$ cat src/rtl/rvPkg.sv
`default_nettype none

package rvPkg;

    localparam int xlen = 32;
    localparam int regAddrWidth = 5;
    localparam int numRegs = 32;

    // major opcodes of the supported classes
    localparam logic [6:0] opLoad = 7'b0000011;
    localparam logic [6:0] opStore = 7'b0100011;
    localparam logic [6:0] opAlu = 7'b0110011;
    localparam logic [6:0] opAluImm = 7'b0010011;
    localparam logic [6:0] opLui = 7'b0110111;
    localparam logic [6:0] opAuipc = 7'b0010111;
    localparam logic [6:0] opJal = 7'b1101111;
    localparam logic [6:0] opJalr = 7'b1100111;
    localparam logic [6:0] opBranch = 7'b1100011;

    localparam logic [2:0] f3Add = 3'b000;
    localparam logic [2:0] f3Sll = 3'b001;
    localparam logic [2:0] f3Slt = 3'b010;
    localparam logic [2:0] f3Sltu = 3'b011;
    localparam logic [2:0] f3Xor = 3'b100;
    localparam logic [2:0] f3Srl = 3'b101;
    localparam logic [2:0] f3Or = 3'b110;
    localparam logic [2:0] f3And = 3'b111;

    localparam logic [2:0] f3Beq = 3'b000;
    localparam logic [2:0] f3Bne = 3'b001;
    localparam logic [2:0] f3Blt = 3'b100;
    localparam logic [2:0] f3Bge = 3'b101;
    localparam logic [2:0] f3Bltu = 3'b110;
    localparam logic [2:0] f3Bgeu = 3'b111;

    localparam logic [2:0] f3Word = 3'b010;

    // selects sub and sra
    localparam logic [6:0] funct7Alt = 7'b0100000;

    localparam logic [xlen-1:0] instrStep = 32'd4;
    localparam logic [3:0] storeAllLanes = 4'b1111;

    typedef enum logic [3:0] {
        aluAdd,
        aluSub,
        aluSll,
        aluSlt,
        aluSltu,
        aluXor,
        aluSrl,
        aluSra,
        aluOr,
        aluAnd,
        aluPassImm,
        aluAddPc,
        aluAddAddr
    } aluOp;

endpackage

`default_nettype wire
$ cat src/rtl/cpuCore.sv
`timescale 1ns/100ps
`default_nettype none

module cpuCore (
    input  wire logic                   clk,
    input  wire logic                   reset,
    output logic      [rvPkg::xlen-1:0] iaddr,
    input  wire logic [rvPkg::xlen-1:0] idata,
    output logic      [rvPkg::xlen-1:0] daddr,
    input  wire logic [rvPkg::xlen-1:0] drdata,
    output logic      [rvPkg::xlen-1:0] dwdata,
    output logic      [3:0]             dwe
);

    import rvPkg::*;

    logic [regAddrWidth-1:0] rs1;
    logic [regAddrWidth-1:0] rs2;
    logic [regAddrWidth-1:0] rd;
    logic regWrite;
    logic [xlen-1:0] writeBack;
    logic [xlen-1:0] rv1;
    logic [xlen-1:0] rv2;
    aluOp op;
    logic useImm;
    logic [xlen-1:0] imm;
    logic [2:0] funct3;
    logic isJal;
    logic isJalr;
    logic isBranch;

    registerFile registerFile_i (
        .clk(clk),
        .reset(reset),
        .readAddr1(rs1),
        .readAddr2(rs2),
        .writeAddr(rd),
        .writeEnable(regWrite),
        .writeData(writeBack),
        .readData1(rv1),
        .readData2(rv2)
    );

    // the alu result doubles as the data address
    instructionDecoder instructionDecoder_i (
        .reset(reset),
        .instruction(idata),
        .loadData(drdata),
        .aluResult(daddr),
        .rs1(rs1),
        .rs2(rs2),
        .rd(rd),
        .regWrite(regWrite),
        .writeBack(writeBack),
        .op(op),
        .useImm(useImm),
        .imm(imm),
        .funct3(funct3),
        .isJal(isJal),
        .isJalr(isJalr),
        .isBranch(isBranch),
        .dwe(dwe)
    );

    aluUnit aluUnit_i (
        .op(op),
        .a(rv1),
        .b(rv2),
        .imm(imm),
        .pc(iaddr),
        .useImm(useImm),
        .result(daddr)
    );

    nextPcUnit nextPcUnit_i (
        .clk(clk),
        .reset(reset),
        .rv1(rv1),
        .rv2(rv2),
        .imm(imm),
        .funct3(funct3),
        .isJal(isJal),
        .isJalr(isJalr),
        .isBranch(isBranch),
        .pc(iaddr)
    );

    assign dwdata = rv2;

endmodule

`default_nettype wire

$ cat src/rtl/nextPcUnit.sv
`timescale 1ns/100ps
`default_nettype none

module nextPcUnit (
    input  wire logic                   clk,
    input  wire logic                   reset,
    input  wire logic [rvPkg::xlen-1:0] rv1,
    input  wire logic [rvPkg::xlen-1:0] rv2,
    input  wire logic [rvPkg::xlen-1:0] imm,
    input  wire logic [2:0]             funct3,
    input  wire logic                   isJal,
    input  wire logic                   isJalr,
    input  wire logic                   isBranch,
    output logic      [rvPkg::xlen-1:0] pc
);

    import rvPkg::*;

    logic taken;
    logic [xlen-1:0] jumpSum;
    logic [xlen-1:0] nextPc;

    // unused funct3 values never branch
    always_comb begin
        case (funct3)
            f3Beq: taken = (rv1 == rv2);
            f3Bne: taken = (rv1 != rv2);
            f3Blt: taken = ($signed(rv1) < $signed(rv2));
            f3Bge: taken = ($signed(rv1) >= $signed(rv2));
            f3Bltu: taken = (rv1 < rv2);
            f3Bgeu: taken = (rv1 >= rv2);
            default: taken = 1'b0;
        endcase
    end

    assign jumpSum = rv1 + imm;

    always_comb begin
        if (isJalr) begin
            nextPc = {jumpSum[xlen-1:1], 1'b0};
        end else if (isJal || (isBranch && taken)) begin
            nextPc = pc + imm;
        end else begin
            nextPc = pc + instrStep;
        end
    end

    always_ff @(posedge clk) begin
        if (reset) begin
            pc <= '0;
        end else begin
            pc <= nextPc;
        end
    end

endmodule

`default_nettype wire

$ cat src/rtl/aluUnit.sv
`timescale 1ns/100ps
`default_nettype none

module aluUnit (
    input  wire rvPkg::aluOp            op,
    input  wire logic [rvPkg::xlen-1:0] a,
    input  wire logic [rvPkg::xlen-1:0] b,
    input  wire logic [rvPkg::xlen-1:0] imm,
    input  wire logic [rvPkg::xlen-1:0] pc,
    input  wire logic                   useImm,
    output logic      [rvPkg::xlen-1:0] result
);

    import rvPkg::*;

    logic [xlen-1:0] operandB;
    logic [4:0] shamt;
    logic [xlen-1:0] pcOffset;

    assign operandB = useImm ? imm : b;
    assign shamt = operandB[4:0];
    // auipc adds the immediate and a link adds the step
    assign pcOffset = useImm ? imm : instrStep;

    always_comb begin
        case (op)
            aluAdd: result = a + operandB;
            aluSub: result = a - operandB;
            aluSll: result = a << shamt;
            aluSlt: result = {{(xlen-1){1'b0}}, $signed(a) < $signed(operandB)};
            aluSltu: result = {{(xlen-1){1'b0}}, a < operandB};
            aluXor: result = a ^ operandB;
            aluSrl: result = a >> shamt;
            aluSra: result = $unsigned($signed(a) >>> shamt);
            aluOr: result = a | operandB;
            aluAnd: result = a & operandB;
            aluPassImm: result = imm;
            aluAddPc: result = pc + pcOffset;
            aluAddAddr: result = a + imm;
            default: result = '0;
        endcase
    end

endmodule

`default_nettype wire

$ cat src/rtl/instructionDecoder.sv
`timescale 1ns/100ps
`default_nettype none

module instructionDecoder (
    input  wire logic                           reset,
    input  wire logic [rvPkg::xlen-1:0]         instruction,
    input  wire logic [rvPkg::xlen-1:0]         loadData,
    input  wire logic [rvPkg::xlen-1:0]         aluResult,
    output logic      [rvPkg::regAddrWidth-1:0] rs1,
    output logic      [rvPkg::regAddrWidth-1:0] rs2,
    output logic      [rvPkg::regAddrWidth-1:0] rd,
    output logic                                regWrite,
    output logic      [rvPkg::xlen-1:0]         writeBack,
    output rvPkg::aluOp                         op,
    output logic                                useImm,
    output logic      [rvPkg::xlen-1:0]         imm,
    output logic      [2:0]                     funct3,
    output logic                                isJal,
    output logic                                isJalr,
    output logic                                isBranch,
    output logic      [3:0]                     dwe
);

    import rvPkg::*;

    logic [6:0] opcode;
    logic [6:0] funct7;
    logic [xlen-1:0] immI;
    logic [xlen-1:0] immS;
    logic [xlen-1:0] immB;
    logic [xlen-1:0] immU;
    logic [xlen-1:0] immJ;
    logic writeEnable;
    logic isLoad;
    logic [3:0] storeStrobe;
    logic altSel;

    function automatic aluOp arithOp(input logic [2:0] f3, input logic alt);
        case (f3)
            f3Add: arithOp = alt ? aluSub : aluAdd;
            f3Sll: arithOp = aluSll;
            f3Slt: arithOp = aluSlt;
            f3Sltu: arithOp = aluSltu;
            f3Xor: arithOp = aluXor;
            f3Srl: arithOp = alt ? aluSra : aluSrl;
            f3Or: arithOp = aluOr;
            default: arithOp = aluAnd;
        endcase
    endfunction

    assign opcode = instruction[6:0];
    assign rd = instruction[11:7];
    assign funct3 = instruction[14:12];
    assign rs1 = instruction[19:15];
    assign rs2 = instruction[24:20];
    assign funct7 = instruction[31:25];
    assign altSel = (funct7 == funct7Alt);

    assign immI = {{20{instruction[31]}}, instruction[31:20]};
    assign immS = {{20{instruction[31]}}, instruction[31:25], instruction[11:7]};
    assign immB = {{19{instruction[31]}}, instruction[31], instruction[7],
                   instruction[30:25], instruction[11:8], 1'b0};
    assign immU = {instruction[31:12], 12'b0};
    assign immJ = {{11{instruction[31]}}, instruction[31], instruction[19:12],
                   instruction[20], instruction[30:21], 1'b0};

    always_comb begin
        writeEnable = 1'b0;
        storeStrobe = '0;
        isLoad = 1'b0;
        op = aluAdd;
        useImm = 1'b0;
        imm = '0;
        isJal = 1'b0;
        isJalr = 1'b0;
        isBranch = 1'b0;
        case (opcode)
            opAlu: begin
                op = arithOp(funct3, altSel);
                // alternate encoding only exists for sub and sra
                writeEnable = (funct7 == '0) ||
                              (altSel && (funct3 == f3Add || funct3 == f3Srl));
            end
            opAluImm: begin
                op = arithOp(funct3, altSel && funct3 == f3Srl);
                useImm = 1'b1;
                imm = immI;
                if (funct3 == f3Sll) begin
                    writeEnable = (funct7 == '0);
                end else if (funct3 == f3Srl) begin
                    writeEnable = (funct7 == '0) || altSel;
                end else begin
                    writeEnable = 1'b1;
                end
            end
            opLoad: begin
                op = aluAddAddr;
                imm = immI;
                isLoad = 1'b1;
                writeEnable = (funct3 == f3Word);
            end
            opStore: begin
                op = aluAddAddr;
                imm = immS;
                // misaligned word stores are dropped
                if (funct3 == f3Word && aluResult[1:0] == 2'b00) begin
                    storeStrobe = storeAllLanes;
                end
            end
            opLui: begin
                op = aluPassImm;
                imm = immU;
                writeEnable = 1'b1;
            end
            opAuipc: begin
                op = aluAddPc;
                useImm = 1'b1;
                imm = immU;
                writeEnable = 1'b1;
            end
            opJal: begin
                // link is pc plus step, so useImm stays low
                op = aluAddPc;
                imm = immJ;
                isJal = 1'b1;
                writeEnable = 1'b1;
            end
            opJalr: begin
                op = aluAddPc;
                imm = immI;
                isJalr = (funct3 == 3'b000);
                writeEnable = (funct3 == 3'b000);
            end
            opBranch: begin
                imm = immB;
                isBranch = 1'b1;
            end
            default: begin
                writeEnable = 1'b0;
            end
        endcase
    end

    assign writeBack = isLoad ? loadData : aluResult;
    assign regWrite = writeEnable && !reset;
    assign dwe = reset ? 4'b0000 : storeStrobe;

endmodule

`default_nettype wire

$ cat src/rtl/registerFile.sv
`timescale 1ns/100ps
`default_nettype none

module registerFile (
    input  wire logic                           clk,
    input  wire logic                           reset,
    input  wire logic [rvPkg::regAddrWidth-1:0] readAddr1,
    input  wire logic [rvPkg::regAddrWidth-1:0] readAddr2,
    input  wire logic [rvPkg::regAddrWidth-1:0] writeAddr,
    input  wire logic                           writeEnable,
    input  wire logic [rvPkg::xlen-1:0]         writeData,
    output logic      [rvPkg::xlen-1:0]         readData1,
    output logic      [rvPkg::xlen-1:0]         readData2
);

    import rvPkg::*;

    logic [xlen-1:0] regs [numRegs];

    always_ff @(posedge clk) begin
        if (reset) begin
            for (int i = 0; i < numRegs; i++) begin
                regs[i] <= '0;
            end
        end else if (writeEnable && writeAddr != '0) begin
            regs[writeAddr] <= writeData;
        end
    end

    // x0 is hardwired to zero
    assign readData1 = (readAddr1 == '0) ? '0 : regs[readAddr1];
    assign readData2 = (readAddr2 == '0) ? '0 : regs[readAddr2];

endmodule

`default_nettype wire

$ cat config.mk
export PLATFORM = sky130hd
export DESIGN_NAME = cpuCore
export DESIGN_NICKNAME = d
export VERILOG_FILES = /design/src/rtl/rvPkg.sv /design/src/rtl/cpuCore.sv /design/src/rtl/nextPcUnit.sv /design/src/rtl/aluUnit.sv /design/src/rtl/instructionDecoder.sv /design/src/rtl/registerFile.sv
export SDC_FILE = /design/constraint.sdc
export NUM_CORES = 2
export LEC_CHECK = 0
export ABC_AREA = 1
export BUFFER_PORTS_ARGS = -buffer_cell sky130_fd_sc_hd__buf_2
export CORE_UTILIZATION = 30
export CTS_CLUSTER_SIZE = 14
export DETAILED_ROUTE_END_ITERATION = 16
export SYNTH_ARGS = -nofsm -noshare
export SYNTH_HDL_FRONTEND = slang
export SYNTH_HIERARCHICAL = 1
export SYNTH_SLANG_ARGS = --single-unit
export TNS_END_PERCENT = 100
$ cat constraint.sdc
create_clock -name clk -period 7.09 [get_ports clk]
set_input_delay 1.418 -clock clk [delete_from_list [all_inputs] [get_ports clk]]
set_output_delay 1.418 -clock clk [all_outputs]
set_load 0.1 [all_outputs]
==> impl_metrics.py <==
metrics = {
    "placement": {
        "gp_congestion": 1.117,
        "hpwl_um": 316600,
        "io_buffers": 165,
    },
    "logic_synthesis": {
        "ys_types": 62,
        "yosysSeqAreaShare_pct": 40.20,
        "synthCells": 11310,
        "synth_seq_cells": 1056,
        "yosys_warnings": 6,
        "synth_edf_count": 1024,
        "ys.flop_type": "edfxtp_1",
        "avgSynthCellArea_um2": 6.905,
        "syn_area_um2": 78080,
        "synthArstFlopShare_pct": 0,
    },
    "worst_setup_path": {
        "worstReg2RegEnd": "registerFile_i/regs[7][11]$_SDFFCE_PN0P_",
        "path_buf_inv": 12,
        "cp_slowest_cell": "nor2_1",
        "startpoint_type": "primary input",
        "crit_family": "buffers and inverters",
        "ff2ff_setup_slack_ps": 1950,
        "cpMostUsedCell": "buf_4",
        "endpoint_kind": "output port",
        "critical-path-max-stage-delay_ps": 440,
        "worstSetupPathType": "in -> out",
        "r2r_cells": 29,
        "crit_arrival_ps": 5790,
        "critPathRequiredTime_ps": 5670,
        "r2r_start": "registerFile_i/regs[28][5]$_SDFFCE_PN0P_",
        "critPathMaxFanout": 18,
    },
    "timing": {
        "timing.hold.ws_ps": 604.5,
        "fmax_mhz": 138.7,
        "tightest_slew_ps": 1487,
        "setup_viol": 9,
        "fin_ws_ps": -117.9,
        "rsz0062_at_grt": "yes",
        "clock_skew_ps": 94.92,
        "hold_violations": 0,
        "max_slew_margin_pct": 0.07670,
        "slew_viol_final": 0,
        "period_share_pct": 101.7,
        "fin_crit_ps": 7208,
    },
    "route": {
        "post-route-drc-count": 0,
        "vias_per_cell": 5.479,
        "ant_nets": 0,
        "wirelength_um": 428500,
        "wl_per_cell_um": 26.81,
        "drt_iter0_markers": 12800,
        "dr.pass1.iters": 6,
        "routed-via-count": 87570,
    },
    "global_routing": {
        "grt_max_degree": 47,
        "grt-ovfl-total": 0,
        "antenna_found_initial": 16,
        "grt_util_all_layers_pct": 31.40,
        "grt_pass1_vias": 79120,
        "grt_pass1_wl_um": 591300,
    },
    "pwr": {
        "p_per_area_nw_per_um2": 232.4,
        "seqPwrFrac_pct": 30.3,
        "power.switching_mw": 9.767,
        "switching_share_pct": 41.27,
        "finalPower_mw": 23.67,
        "ir_drop_uv": 241.0,
        "leakage_nw": 46.76,
        "clkPwrFrac_pct": 26.3,
        "comb_power_share_pct": 43.4,
        "intPower_mw": 13.90,
    },
    "clock_tree": {
        "hold_buffers": 0,
        "cts_tree": "done",
        "clock_path_buffers": 3,
        "cts_buffers": 119,
        "cts.sinks": 1056,
        "path_clk_slew_ps": 60,
        "root_buffer": "clkbuf_16",
        "clock_latency_ps": 870,
        "h-tree-depth": 3,
    },
    "floorplanning": {
        "rows": 186,
        "initial_core_util_pct": 30.28,
        "die-area_um2": 262300,
        "fp.dieH_um": 512.2,
        "core_region_area_um2": 257900,
        "fp.dieW_um": 512.2,
        "io-pin-count": 166,
    },
    "flow_run": {
        "maxCapViolCount": 1,
    },
    "finish": {
        "drive_gt1_share_pct": 20.43,
        "nets": 12830,
        "fin_util_pct": 39.49,
        "area_delta_synth_final_pct": 30.42,
    },
    "hold_path": {
        "hold_path_class": "reg -> reg",
        "min_to": "nextPcUnit_i/pc[2]$_SDFF_PP0_",
        "min_path_cells": 3,
        "worstHoldStart": "nextPcUnit_i/pc[2]$_SDFF_PP0_",
    },
    "status": {
        "failed_checks": "capacitance limit, setup timing",
        "status": "finished, violations left",
    },
}
## placed cells by master, fill, tap and decap left out, types with 130 or more instances in the layout
cell      Yosys  routed
a21oi_1     403     337
nand2_1    3333    3205
nand3_1    1529    1461
o21ai_0     579     515
nand2_2      13     130
inv_1       690     663
buf_4        40    1398
nor2_1     2141    1975
buf_12        0     218
ha_1        262     242
edfxtp_1   1024    1024
## repair_timing
| action | in CTS | in global routing |
|---|---|---|
| pin swaps | 31 | 59 |
| endpoints found under the setup margin | 33 | 33 |
| resized for setup | 247 | 380 |
| setup buffers | 14 | 36 |
| gates cloned | 12 | 6 |
## cell usage after synthesis (all sizes together) (8+ instances only)
master	n	share of area, %
a21o	9	0.087
a21oi	407	2.6
a221oi	19	0.21
a31oi	8	0.064
buf	433	2.9
clkbuf	326	1.6
dfxtp	32	0.82
edfxtp	1024	39
ha	262	4.2
inv	704	3.4
mux2	30	0.56
nand2	3352	16
nand3	1533	9.9
nand3b	19	0.18
nand4	51	0.41
nor2	2154	10
nor3	52	0.39
nor4	16	0.13
o211ai	43	0.41
o21a	11	0.11
o21ai	647	4.2
o21bai	22	0.21
o22ai	11	0.088
or2	11	0.088
xnor2	43	0.48
xor2	37	0.42
## how the worst max path moves through the flow
stage	start	end	slack, ps	cells past startpoint
finish	idata[15]	daddr[29]	-120	28
CTS	idata[20]	daddr[21]	-2	32
global placement	idata[20]	dwe[0]	-580	28
global route	idata[20]	daddr[29]	-260	31
detailed placement	idata[20]	dwe[2]	-560	28
floorplan	idata[20]	dwe[3]	-1170	35
## power groups by stage
stage | logic, mW | registers, mW | clock network [mW]
after floorplan | 4.26 | 7.28 | 0
after global placement | 9.52 | 7.30 | 0
after detailed placement | 9.49 | 7.30 | 0
after CTS | 9.71 | 7.17 | 6.26
after global routing | 10.5 | 7.20 | 6.47
final | 10.3 | 7.18 | 6.23
## state kept, by name, summed over array words and instances, names as in the netlist, named ones only
name / cells
nextPcUnit_i/pc: 31
registerFile_i/regs: 1024
## worst register-to-register path, delay by kind of cell (launching register included)
family / cells / cell delay (ps)
DFF: 1 / 390
adders and majority gates: 1 / 360
buffers and inverters: 9 / 1300
muxes: 1 / 250
and+or+nand+nor: 18 / 2490
## kinds of logic (layout without fill, tap and decap cells)
group / after synthesis / after routing / synth area share (%)
AOI/OAI and AO/OA: 1209 / 1209 / 8.333
xor gates and xnor gates: 80 / 80 / 0.8973
adders and majority gates: 267 / 267 / 4.327
buffers and inverters: 1470 / 2724 / 7.924
DFF: 1056 / 1056 / 40.20
muxes: 30 / 30 / 0.5576
other: 1 / 37 / 0.004803
and+or+nand+nor: 7195 / 7195 / 37.76
## per-layer routing
layer	track usage, %	routed length [um]
met1	40.03	164000
met4	20.75	33850
met2	46.98	180300
met5	0.3836	234
met3	7.676	50100
## layout make-up
class / instances / area [um^2]
Antenna cell: 5 / 12.51
Clock buffer: 148 / 3087
Clock inverter: 73 / 726.9
Fill cell: 26750 / 156000
Inverter: 711 / 2769
Multi-Input combinational cell: 8813 / 42790
Sequential cell: 1056 / 31390
Tap cell: 3384 / 4234
Timing Repair Buffer: 1790 / 16800
Timing Repair inverter: 2 / 22.52
## through the flow
step | instances | setup WS (ps) | cell area [um^2] | TNS, ps
final | 15980 | -117.9 | 101800 | -374.2
after global routing | 15980 | -257.4 | 101800 | -1323
after floorplan | 11340 | -1171 | 78690 | -4135
after global placement | 15690 | -577.6 | 94990 | -12800
after detailed placement | 15690 | -559.5 | 94990 | -13110
after CTS | 15940 | -1.700 | 100100 | -3.335
Power figures use the tool's default switching activity.
